`config.mk`:
```
export PLATFORM = sky130hd
export DESIGN_NAME = fetch_subsys
export DESIGN_NICKNAME = d
export VERILOG_FILES = /design/src/design/fetch_pkg.sv /design/src/design/data_port.sv /design/src/design/fetch_subsys.sv /design/src/design/pc_fetch.sv /design/src/design/shared_mem.sv /design/src/design/wb_arbiter.sv
export SDC_FILE = /design/constraint.sdc
export NUM_CORES = 2
export LEC_CHECK = 0
export BUFFER_PORTS_ARGS = -buffer_cell sky130_fd_sc_hd__buf_2
export CORE_MARGIN = 2
export CORE_UTILIZATION = 25
export DETAILED_ROUTE_END_ITERATION = 10
export GPL_ROUTABILITY_DRIVEN = 1
export PLACE_DENSITY_LB_ADDON = 0.12
export SLEW_MARGIN = 30
export SYNTH_ARGS = -nofsm -noshare
export SYNTH_HDL_FRONTEND = slang
export SYNTH_SLANG_ARGS = --single-unit
```
`constraint.sdc`:
```
create_clock -name clk -period 6.1 [get_ports clk]
set_clock_uncertainty 0.15 [all_clocks]
set_input_delay 0.915 -clock clk [delete_from_list [all_inputs] [get_ports clk]]
set_output_delay 0.915 -clock clk [all_outputs]
set_load 0.01 [all_outputs]
```
`src/design/fetch_pkg.sv`:
```
// shared types and sizes for the instruction-fetch subsystem
// every module imports this package in its body and uses scoped names
// in its port list
// bus links follow Wishbone classic, one request struct per master

package fetch_pkg;

   // data and address width of the core
   localparam int word_w = 16;
   // on-chip memory size in 16-bit words
   localparam int mem_depth = 256;
   // word index width, taken from address bits 8:1
   localparam int mem_aw = 8;

   // master to slave side of a Wishbone classic link
   typedef struct packed {
      logic              cyc;
      logic              stb;
      logic              we;
      logic [word_w-1:0] adr;
      logic [word_w-1:0] dat;
   } wb_req_t;

   // slave to master side
   typedef struct packed {
      logic              ack;
      logic [word_w-1:0] dat;
   } wb_rsp_t;

   // next-PC control sampled at the instruction handshake
   typedef struct packed {
      logic              jump;
      // register-relative jump when set together with jump
      logic              jump_reg;
      logic              br_taken;
      logic [word_w-1:0] reg_val;
      // sign-extended offset, already scaled by the decoder
      logic [word_w-1:0] ext_val;
   } redirect_t;

   // one fetched instruction with its addresses
   typedef struct packed {
      logic [word_w-1:0] instr;
      logic [word_w-1:0] pc;
      logic [word_w-1:0] pc_plus2;
   } instr_t;

   // load or store request from the core
   typedef struct packed {
      logic              we;
      logic [word_w-1:0] addr;
      logic [word_w-1:0] wdata;
   } dreq_t;

endpackage

```
`src/design/data_port.sv`:
```
// load/store port of the core onto the shared Wishbone bus
// accepts one request while idle and runs a single bus cycle with it
// drsp_valid pulses for one cycle with the read data, zero for a store

`timescale 1ns/100ps

module data_port (
   input  logic                    clk,
   input  logic                    rst_n,
   input  logic                    dreq_valid,
   input  fetch_pkg::dreq_t        dreq,
   output logic                    dreq_ready,
   output logic                    drsp_valid,
   output logic [fetch_pkg::word_w-1:0] drsp_data,
   output fetch_pkg::wb_req_t      wb_req,
   input  fetch_pkg::wb_rsp_t      wb_rsp
);
   import fetch_pkg::*;

   typedef enum logic [1:0] {
      st_idle,
      st_bus,
      st_resp
   } state_t;

   state_t            state;
   dreq_t             req_q;
   logic [word_w-1:0] rdata_q;

   // one request outstanding at most
   assign dreq_ready = (state == st_idle);
   assign drsp_valid = (state == st_resp);
   assign drsp_data  = rdata_q;

   always_ff @(posedge clk or negedge rst_n) begin
      if (!rst_n) begin
         state <= st_idle;
      end else begin
         case (state)
            st_idle: if (dreq_valid) state <= st_bus;
            st_bus:  if (wb_rsp.ack) state <= st_resp;
            // response lasts a single cycle
            st_resp: state <= st_idle;
            default: state <= st_idle;
         endcase
      end
   end

   always_ff @(posedge clk) begin
      if (dreq_valid && dreq_ready) begin
         req_q <= dreq;
      end
      if (state == st_bus && wb_rsp.ack) begin
         rdata_q <= req_q.we ? '0 : wb_rsp.dat;
      end
   end

   always_comb begin
      wb_req.cyc = (state == st_bus);
      wb_req.stb = (state == st_bus);
      wb_req.we  = req_q.we;
      wb_req.adr = req_q.addr;
      wb_req.dat = req_q.wdata;
   end

endmodule

```
`src/design/fetch_subsys.sv`:
```
// top of the fetch subsystem
// fetch unit on arbiter port 0, data port on port 1, one shared memory
// behind the arbiter, no logic of its own here

`timescale 1ns/100ps

module fetch_subsys (
   input  logic                    clk,
   input  logic                    rst_n,
   input  logic                    run,
   input  logic                    halt,
   input  logic                    instr_ready,
   input  fetch_pkg::redirect_t    redirect,
   output logic                    instr_valid,
   output fetch_pkg::instr_t       instr_out,
   output logic                    halted,
   input  logic                    dreq_valid,
   input  fetch_pkg::dreq_t        dreq,
   output logic                    dreq_ready,
   output logic                    drsp_valid,
   output logic [fetch_pkg::word_w-1:0] drsp_data
);
   import fetch_pkg::*;

   // fetch link, data link and the slave link
   wb_req_t f_req;
   wb_rsp_t f_rsp;
   wb_req_t d_req;
   wb_rsp_t d_rsp;
   wb_req_t s_req;
   wb_rsp_t s_rsp;

   pc_fetch fetch_i (
      .clk         (clk),
      .rst_n       (rst_n),
      .run         (run),
      .halt        (halt),
      .instr_ready (instr_ready),
      .redirect    (redirect),
      .instr_valid (instr_valid),
      .halted      (halted),
      .instr_out   (instr_out),
      .wb_req      (f_req),
      .wb_rsp      (f_rsp)
   );

   data_port dport_i (
      .clk        (clk),
      .rst_n      (rst_n),
      .dreq_valid (dreq_valid),
      .dreq       (dreq),
      .dreq_ready (dreq_ready),
      .drsp_valid (drsp_valid),
      .drsp_data  (drsp_data),
      .wb_req     (d_req),
      .wb_rsp     (d_rsp)
   );

   // port 0 is fetch, it wins the first tie after reset
   wb_arbiter arb_i (
      .clk    (clk),
      .rst_n  (rst_n),
      .m0_req (f_req),
      .m1_req (d_req),
      .m0_rsp (f_rsp),
      .m1_rsp (d_rsp),
      .s_req  (s_req),
      .s_rsp  (s_rsp)
   );

   shared_mem mem_i (
      .clk    (clk),
      .rst_n  (rst_n),
      .wb_req (s_req),
      .wb_rsp (s_rsp)
   );

endmodule

```
`src/design/pc_fetch.sv`:
```
// fetch unit that holds the PC and reads instructions over Wishbone
// an instruction is offered with valid/ready and the redirect is applied
// at the handshake, halt at the handshake stops further fetches
// fetches only start while run is high

`timescale 1ns/100ps

module pc_fetch (
   input  logic                 clk,
   input  logic                 rst_n,
   input  logic                 run,
   input  logic                 halt,
   input  logic                 instr_ready,
   input  fetch_pkg::redirect_t redirect,
   output logic                 instr_valid,
   output logic                 halted,
   output fetch_pkg::instr_t    instr_out,
   output fetch_pkg::wb_req_t   wb_req,
   input  fetch_pkg::wb_rsp_t   wb_rsp
);
   import fetch_pkg::*;

   typedef enum logic [1:0] {
      st_idle,
      st_bus,
      st_hold
   } state_t;

   state_t            state;
   logic [word_w-1:0] pc_q;
   logic [word_w-1:0] pc_plus2;
   logic [word_w-1:0] next_pc;
   logic [word_w-1:0] br_tgt;
   logic [word_w-1:0] reg_tgt;
   logic [word_w-1:0] instr_q;
   logic              hshake;

   assign pc_plus2 = pc_q + word_w'(2);
   // pc relative target shared by taken branch and immediate jump
   assign br_tgt   = pc_plus2 + redirect.ext_val;
   assign reg_tgt  = redirect.reg_val + redirect.ext_val;

   // jump wins over branch
   always_comb begin
      if (redirect.jump) begin
         next_pc = redirect.jump_reg ? reg_tgt : br_tgt;
      end else if (redirect.br_taken) begin
         next_pc = br_tgt;
      end else begin
         next_pc = pc_plus2;
      end
   end

   assign instr_valid = (state == st_hold);
   // low instr_ready is the stall, nothing moves
   assign hshake      = instr_valid && instr_ready;

   always_ff @(posedge clk or negedge rst_n) begin
      if (!rst_n) begin
         state  <= st_idle;
         pc_q   <= '0;
         halted <= 1'b0;
      end else begin
         case (state)
            st_idle: begin
               // wait here for run, a halted core never leaves
               if (run && !halted) begin
                  state <= st_bus;
               end
            end
            st_bus: begin
               if (wb_rsp.ack) begin
                  state <= st_hold;
               end
            end
            st_hold: begin
               if (hshake) begin
                  pc_q  <= next_pc;
                  state <= st_idle;
                  if (halt) begin
                     halted <= 1'b1;
                  end
               end
            end
            default: state <= st_idle;
         endcase
      end
   end

   // instruction word captured on ack
   always_ff @(posedge clk) begin
      if (state == st_bus && wb_rsp.ack) begin
         instr_q <= wb_rsp.dat;
      end
   end

   // read-only master whose address stays stable for the whole cycle
   always_comb begin
      wb_req.cyc = (state == st_bus);
      wb_req.stb = (state == st_bus);
      wb_req.we  = 1'b0;
      wb_req.adr = pc_q;
      wb_req.dat = '0;
   end

   assign instr_out = '{instr: instr_q, pc: pc_q, pc_plus2: pc_plus2};

endmodule

```
`src/design/shared_mem.sv`:
```
// 256 x 16 on-chip memory as a Wishbone classic slave
// ack and read data are registered, ack lasts one cycle per request
// word addressed by adr[8:1], writes land in the ack cycle

`timescale 1ns/100ps

module shared_mem (
   input  logic               clk,
   input  logic               rst_n,
   input  fetch_pkg::wb_req_t wb_req,
   output fetch_pkg::wb_rsp_t wb_rsp
);
   import fetch_pkg::*;

   logic [word_w-1:0] mem [mem_depth];
   logic [word_w-1:0] rdata_q;
   logic [mem_aw-1:0] idx;
   logic              ack_q;
   logic              access;

   assign idx    = wb_req.adr[mem_aw:1];
   // new request only when the previous ack has gone
   assign access = wb_req.cyc && wb_req.stb && !ack_q;

   always_ff @(posedge clk or negedge rst_n) begin
      if (!rst_n) begin
         ack_q <= 1'b0;
      end else begin
         ack_q <= access;
      end
   end

   // array and read register carry no reset
   always_ff @(posedge clk) begin
      if (access) begin
         if (wb_req.we) begin
            mem[idx] <= wb_req.dat;
         end
         rdata_q <= mem[idx];
      end
   end

   assign wb_rsp = '{ack: ack_q, dat: rdata_q};

endmodule

```
`src/design/wb_arbiter.sv`:
```
// two-master round-robin arbiter in front of one Wishbone slave
// a free bus is granted combinationally in the cycle cyc rises and the
// grant is held until the slave acks, then priority swaps
// the master without the grant never sees ack

`timescale 1ns/100ps

module wb_arbiter (
   input  logic               clk,
   input  logic               rst_n,
   input  fetch_pkg::wb_req_t m0_req,
   input  fetch_pkg::wb_req_t m1_req,
   output fetch_pkg::wb_rsp_t m0_rsp,
   output fetch_pkg::wb_rsp_t m1_rsp,
   output fetch_pkg::wb_req_t s_req,
   input  fetch_pkg::wb_rsp_t s_rsp
);
   import fetch_pkg::*;

   // 0 selects m0, 1 selects m1
   logic gnt_q;
   logic gnt_c;
   logic gnt;
   logic busy;
   // master favoured when both ask in the same cycle
   logic prio;

   // pick a master for a free bus
   always_comb begin
      if (m0_req.cyc && m1_req.cyc) begin
         gnt_c = prio;
      end else begin
         gnt_c = m1_req.cyc;
      end
   end

   // locked grant while a cycle is in flight
   assign gnt = busy ? gnt_q : gnt_c;

   always_ff @(posedge clk or negedge rst_n) begin
      if (!rst_n) begin
         busy  <= 1'b0;
         gnt_q <= 1'b0;
         // fetch has priority out of reset
         prio  <= 1'b0;
      end else if (s_rsp.ack) begin
         // cycle done, master drops cyc next, other side goes first
         busy <= 1'b0;
         prio <= ~gnt;
      end else if (!busy && (m0_req.cyc || m1_req.cyc)) begin
         busy  <= 1'b1;
         gnt_q <= gnt_c;
      end
   end

   assign s_req = gnt ? m1_req : m0_req;

   // read data fans out, only ack is steered
   always_comb begin
      m0_rsp.dat = s_rsp.dat;
      m1_rsp.dat = s_rsp.dat;
      m0_rsp.ack = s_rsp.ack && !gnt;
      m1_rsp.ack = s_rsp.ack && gnt;
   end

endmodule

```
Word-level counts from Yosys, hierarchy flattened
Memories as Yosys holds them, arrays and structs flattened. A register that Yosys moved wholly into a read port is not among the register bits.
Cells that the tools add are included.
Storage, ports and cells
  register bits after elaboration: 90
  memory bits (writable): 4096
  logic and storage cells: 70
  memories: 1
Operators by class
  add/subtract/negate cells: 3
  equal/unequal tests: 9
  multiplexer cells: 18
  bitwise gates (word level): 2
  reduce and logical (&&, ||, !) cells: 24
Memories
  mem_i.mem: depth 256, width 16, rd ports 1, clocked after Yosys merged registers in 1, wr ports 1, line shared_mem.sv:15  | logic [word_w-1:0] mem [mem_depth];
Operator list (number)
  16-bit 2-to-1 mux: 3
  35-bit 2-to-1 mux: 1
  16-bit adder: 2
  16-bit by 2-bit adder with 16-bit output, second input constant: 1
  1-bit logical AND: 11
  2-bit 2-to-1 mux: 5
  2-bit != test, second input constant: 4
  1-bit 2-to-1 mux: 7
  2-bit case mux with 3 select lines: 1
  2-bit AND reduction: 3
  3-bit AND reduction: 2
  2-bit by 1-bit == test with 1-bit output, second input constant: 2
  2-bit == test, second input constant: 2
  1-bit zero test: 4
  2-bit zero test: 2
  2-bit case mux with 2 select lines: 1
  2-bit by 1-bit != test with 1-bit output, second input constant: 1
  1-bit inverter: 2
  2-bit nonzero test: 1
  1-bit logical OR: 1

Longest topological paths before layout
  word-level depth: 9
  mapped depth: 15

Modules after synthesis
A second synthesis with hierarchy kept.
Unflattened totals
  cell total of the unflattened synthesis: 7300
  area total of the unflattened synthesis: 161454.8 sq um
Modules (own cells, without submodules)
  shared_mem: times used 1, cells each 6709, area an instance 155262.7 sq um
  pc_fetch: times used 1, cells each 425, area an instance 3598.5 sq um
  data_port: times used 1, cells each 77, area an instance 1692.9 sq um
  wb_arbiter: times used 1, cells each 89, area an instance 900.9 sq um

Least setup slack after synthesis
No wires, ideal clock.
  kind: register to register
  from: register fetch_i.state[0]
  to: memory mem_i.mem[0][10] (data pin)
  setup time: 0.870 ns
  arrival time: 5.199 ns
  setup slack: -0.119 ns
  stages on the path, launching flop included: 9
  path through: dfrtp_1 -> nor3b_2 -> o31ai_4 -> buf_6 -> buf_6 -> clkbuf_1 -> clkbuf_1 -> clkbuf_1 -> and2_1
RTL lines
  from (decl): line pc_fetch.sv:29  | state_t state;
  from (signal assigned): line pc_fetch.sv:60  | state <= st_idle;
  from (signal assigned): line pc_fetch.sv:68  | state <= st_bus;
  from (signal assigned): line pc_fetch.sv:73  | state <= st_hold;
  to (decl): line shared_mem.sv:15

Final worst setup path
  from: register dport_i.state[1]
  to: register mem_i.rdata_q[4], read port of mem_i.mem (data pin)
On the way
  word-level cells in the longest chain between the ends: 7
Ends and longest elaborated chain
  from (decl): line data_port.sv:26  | state_t state;
  from (signal assigned): line data_port.sv:37  | state <= st_idle;
  from (signal assigned): line data_port.sv:40  | st_idle: if (dreq_valid) state <= st_bus;
  from (signal assigned): line data_port.sv:41  | st_bus: if (wb_rsp.ack) state <= st_resp;
  2-bit by 1-bit == test with 1-bit output *: line data_port.sv:59, data_port.sv:60
  1-bit logical AND: line wb_arbiter.sv:30  | if (m0_req.cyc && m1_req.cyc) begin
  1-bit 2-to-1 mux: line wb_arbiter.sv:30
  1-bit 2-to-1 mux: line wb_arbiter.sv:38  | assign gnt = busy ? gnt_q : gnt_c;
  35-bit 2-to-1 mux *: line wb_arbiter.sv:56  | assign s_req = gnt ? m1_req : m0_req;
  1-bit logical AND (2 in a row): line shared_mem.sv:23  | assign access = wb_req.cyc && wb_req.stb && !ack_q;
  to (decl): line shared_mem.sv:16  | logic [word_w-1:0] rdata_q;
Every way passes the cells marked *; elsewhere a longest branch is shown, timed or not.
A chain may end at the register's enable or synchronous reset.

==> results.py <==
metrics = {
    "logic_synthesis": {
        "yosysWarnings": 0,
        "yosysSeqAreaShare": 0.805,
        "syn_avg_cell_area_sq_um": 17.4,
        "yosysUniqueCellTypes": 71,
        "synth-async-reset-ratio": 0.00596,
        "synth_edf_count": 4169,
        "syn-num-nets": 9113,
        "synth_top_area_share": 0.801,
        "synth_ff_type": "edfxtp_1",
        "synth_area_leader_cell": "edfxtp_1",
        "ys_ff_latch": 4194,
        "synthTopCellsByArea": "edfxtp_1 80%, a22oi_1 9.8%, a21oi_1 3.4%",
        "syn_area_sq_um": 156000,
        "synthCells": 9003,
    },
    "clocking": {
        "post_cts_buffers": 0,
        "clock_sink_count": 4194,
        "cts_buffer_depth": 4,
        "hold_buffers": 29,
        "htree_num_levels": 5,
        "clkTransAtPathRegs_ns": 0.06,
        "clk_latency_ns": 1.07,
        "cts_tree": "yes",
        "cts_made_buffers": 467,
        "post_cts_resized": 0,
        "clockRootBuffer": "clkbuf_16",
    },
    "sta": {
        "final_max_slew_viol_count": 0,
        "fmax_ghz": 0.191,
        "slew_headroom": 0.245,
        "fin_crit_sh": 0.859,
        "setup_ws_ns": 0.862,
        "finalHoldViolCount": 0,
        "period_needed_ns": 5.24,
        "rsz0062_at_grt": "false",
        "worstMarginPinSlew_ns": 1.12,
        "setup_viol_count_final": 0,
        "fin_setup_tns_ns": 0,
    },
    "floorplanning": {
        "die_w_microns": 795,
        "core-area_sq_um": 623000,
        "ioPinCount": 142,
        "die-area_sq_um": 631000,
        "initial_core_util": 0.251,
        "num_rows": 290,
        "chipHeight_microns": 795,
    },
    "grt": {
        "grt-ovfl-total": 0,
        "grtUsageTotal": 0.168,
        "use_met2": 0.281,
        "grt_pass1_wl_microns": 757000,
        "grt_pass1_vias": 90800,
        "grt_most_used_layer": "met2",
        "met1_usage": 0.234,
        "grt_use_met3": 0.0211,
        "grt_max_degree": 135,
        "grt_antenna_before_repair": 36,
    },
    "power": {
        "cellPowerDensity_nw_per_um2": 535,
        "power.total_uw": 101000,
        "max-vdd-ir-drop_v": 0.000575,
        "leakagePower_uw": 0.0574,
    },
    "critical_path": {
        "cp_slowest_cell": "o41ai_1",
        "setup.worst_path.start": "dport_i.state[1]$_DFFE_PN0P_",
        "cp_max_fo": 47,
        "path_delay_family": "compound AO/OA/AOI/OAI gates",
        "path_class": "reg2reg",
        "crit_path_start_kind": "flop",
        "cp_cell_sequence": "nand2b_1, o31ai_4, buf_8, nor2_2, o2bb2ai_4, buf_12, buf_12, buf_4, a22oi_1, a21oi_1, o41ai_1, buf_4, a41oi_1, or4_1",
        "max_stage_delay_ns": 0.75,
        "r2r-start": "dport_i.state[1]$_DFFE_PN0P_",
        "required_ns": 6.72,
        "cp.arrival_ns": 5.86,
        "worst_setup_path_end_kind": "flop",
        "crit_buf_inv": 5,
    },
    "final_layout": {
        "final_util": 0.302,
        "final_common_cell": "edfxtp_1",
        "mostFrequentLayoutCells": "4169 x edfxtp_1, 2046 x a22oi_1, 1060 x a21oi_1",
        "syn2layout_area_growth_pct": 20.4,
        "fin_nets": 9880,
        "fillCellCount": 61100,
        "drive_gt1_frac": 0.174,
    },
    "route": {
        "drtPass1Iterations": 6,
        "drc": 0,
        "wl_microns": 550000,
        "routedWlPerCell_microns": 29.7,
        "drtAntennaViolNets": 1,
        "drt_iter0_markers": 8954,
        "vias_per_cell": 4.88,
        "vias": 90300,
    },
    "hold_path": {
        "hold_start": "run",
        "hold_path_class": "in2reg",
    },
    "run_status": {
        "outcome": "finished, violations left",
        "violations": "antenna rules",
    },
    "placement": {
        "gp_congestion": 0.781,
        "dp_slack_ns": 0.704,
        "port_buffers": 133,
        "dpl.hpwl_microns": 335000,
    },
    "flow_run": {
        "drv_cap": 0,
    },
}
-- kinds of logic after synthesis --
group,count (synthesis),share of synthesized area
flops,4194,0.805
simple gates,506,0.0145
fa+ha+maj,36,0.00298
buf+inv,684,0.0185
compound gates,3538,0.156
mux,8,0.000529
xor+xnor,37,0.00207
-- cells in the mapped netlist (17+ instances only) --
cell and n:
a21oi_1 1060, and2_1 19, a41oi_1 66, inv_1 17
or4_1 17, nand2b_1 17, dfrtp_1 25, a22oi_1 2046
ha_1 34, o41ai_1 247, nor2b_1 21, o21ai_0 31
buf_2 192, edfxtp_1 4169, buf_1 76, xnor2_1 22
nor2_1 292, nand2_1 71, clkbuf_1 385
-- final timing paths --
kind / end / slack (ns) / cells after the start
max: mem_i.rdata_q[4]$_DFFE_PP_ / 0.86 / 14
min: fetch_i.state[0]$_DFFE_PN0P_ / 0.17 / 4
max reg2reg: mem_i.rdata_q[4]$_DFFE_PP_ / 0.86 / 14
min reg2reg: dport_i.state[0]$_DFFE_PN0P_ / 0.35 / 1
max in group asynchronous: dport_i.state[0]$_DFFE_PN0P_ / 4.96 / 2
min in group asynchronous: fetch_i.pc_q[0]$_DFFE_PN0P_ / 0.34 / 2
-- worst register-to-register path, cell delays in order (launching register included) --
cell and delay [ns]:
dfrtp_1 0.41, nand2b_1 0.28, o31ai_4 0.58, buf_8 0.24
nor2_2 0.06, o2bb2ai_4 0.23, buf_12 0.24, buf_12 0.23
buf_4 0.37, a22oi_1 0.18, a21oi_1 0.09, o41ai_1 0.75
buf_4 0.26, a41oi_1 0.38, or4_1 0.54
-- final cells by class --
type / instances / area, sq um / share of cell area
Multi-Input combinational cell: 4125 / 28500 / 0.152
Sequential cell: 4194 / 126000 / 0.669
Clock buffer: 583 / 12200 / 0.0649
Clock inverter: 269 / 2370 / 0.0126
Antenna cell: 33 / 82.6 / 0.000439
Timing Repair Buffer: 965 / 8590 / 0.0457
Inverter: 17 / 63.8 / 0.000339
Tap cell: 8322 / 10400 / 0.0554
-- registers in the layout, summed over array words and instances (netlist names) --
signal	count
arb_i.busy	1
mem_i.ack_q	1
fetch_i.state	2
arb_i.gnt_q	1
dport_i.state	2
fetch_i.halted	1
mem_i.mem	4096
mem_i.rdata_q	16
dport_i.drsp_data	16
arb_i.prio	1
dport_i.wb_req	25
fetch_i.pc_q	16
fetch_i.instr_q	16
-- per-stage QoR --
step | hold WS [ns] | cell area, sq um | instances
2_1_floorplan | 0.268 | 156000 | 9003
3_3_place_gp | 0.336 | 173000 | 17600
3_5_place_dp | 0.349 | 173000 | 17600
4_1_cts | 0.0765 | 188000 | 18500
5_1_grt | 0.165 | 188000 | 18500
6_report | 0.170 | 188000 | 18500
-- metal layers --
layer / vias up / routed length, microns
met4: 2 / 10900
li1: 39200 / -
met2: 2547 / 265000
met3: 575 / 25900
met5: - / 13
met1: 48000 / 247000
-- report_power, final --
group	switching (uW)	internal (uW)
clock network	11700	15400
logic	26800	9940
registers	403	36300
total	38900	61700
Power figures use the tool's default switching activity.
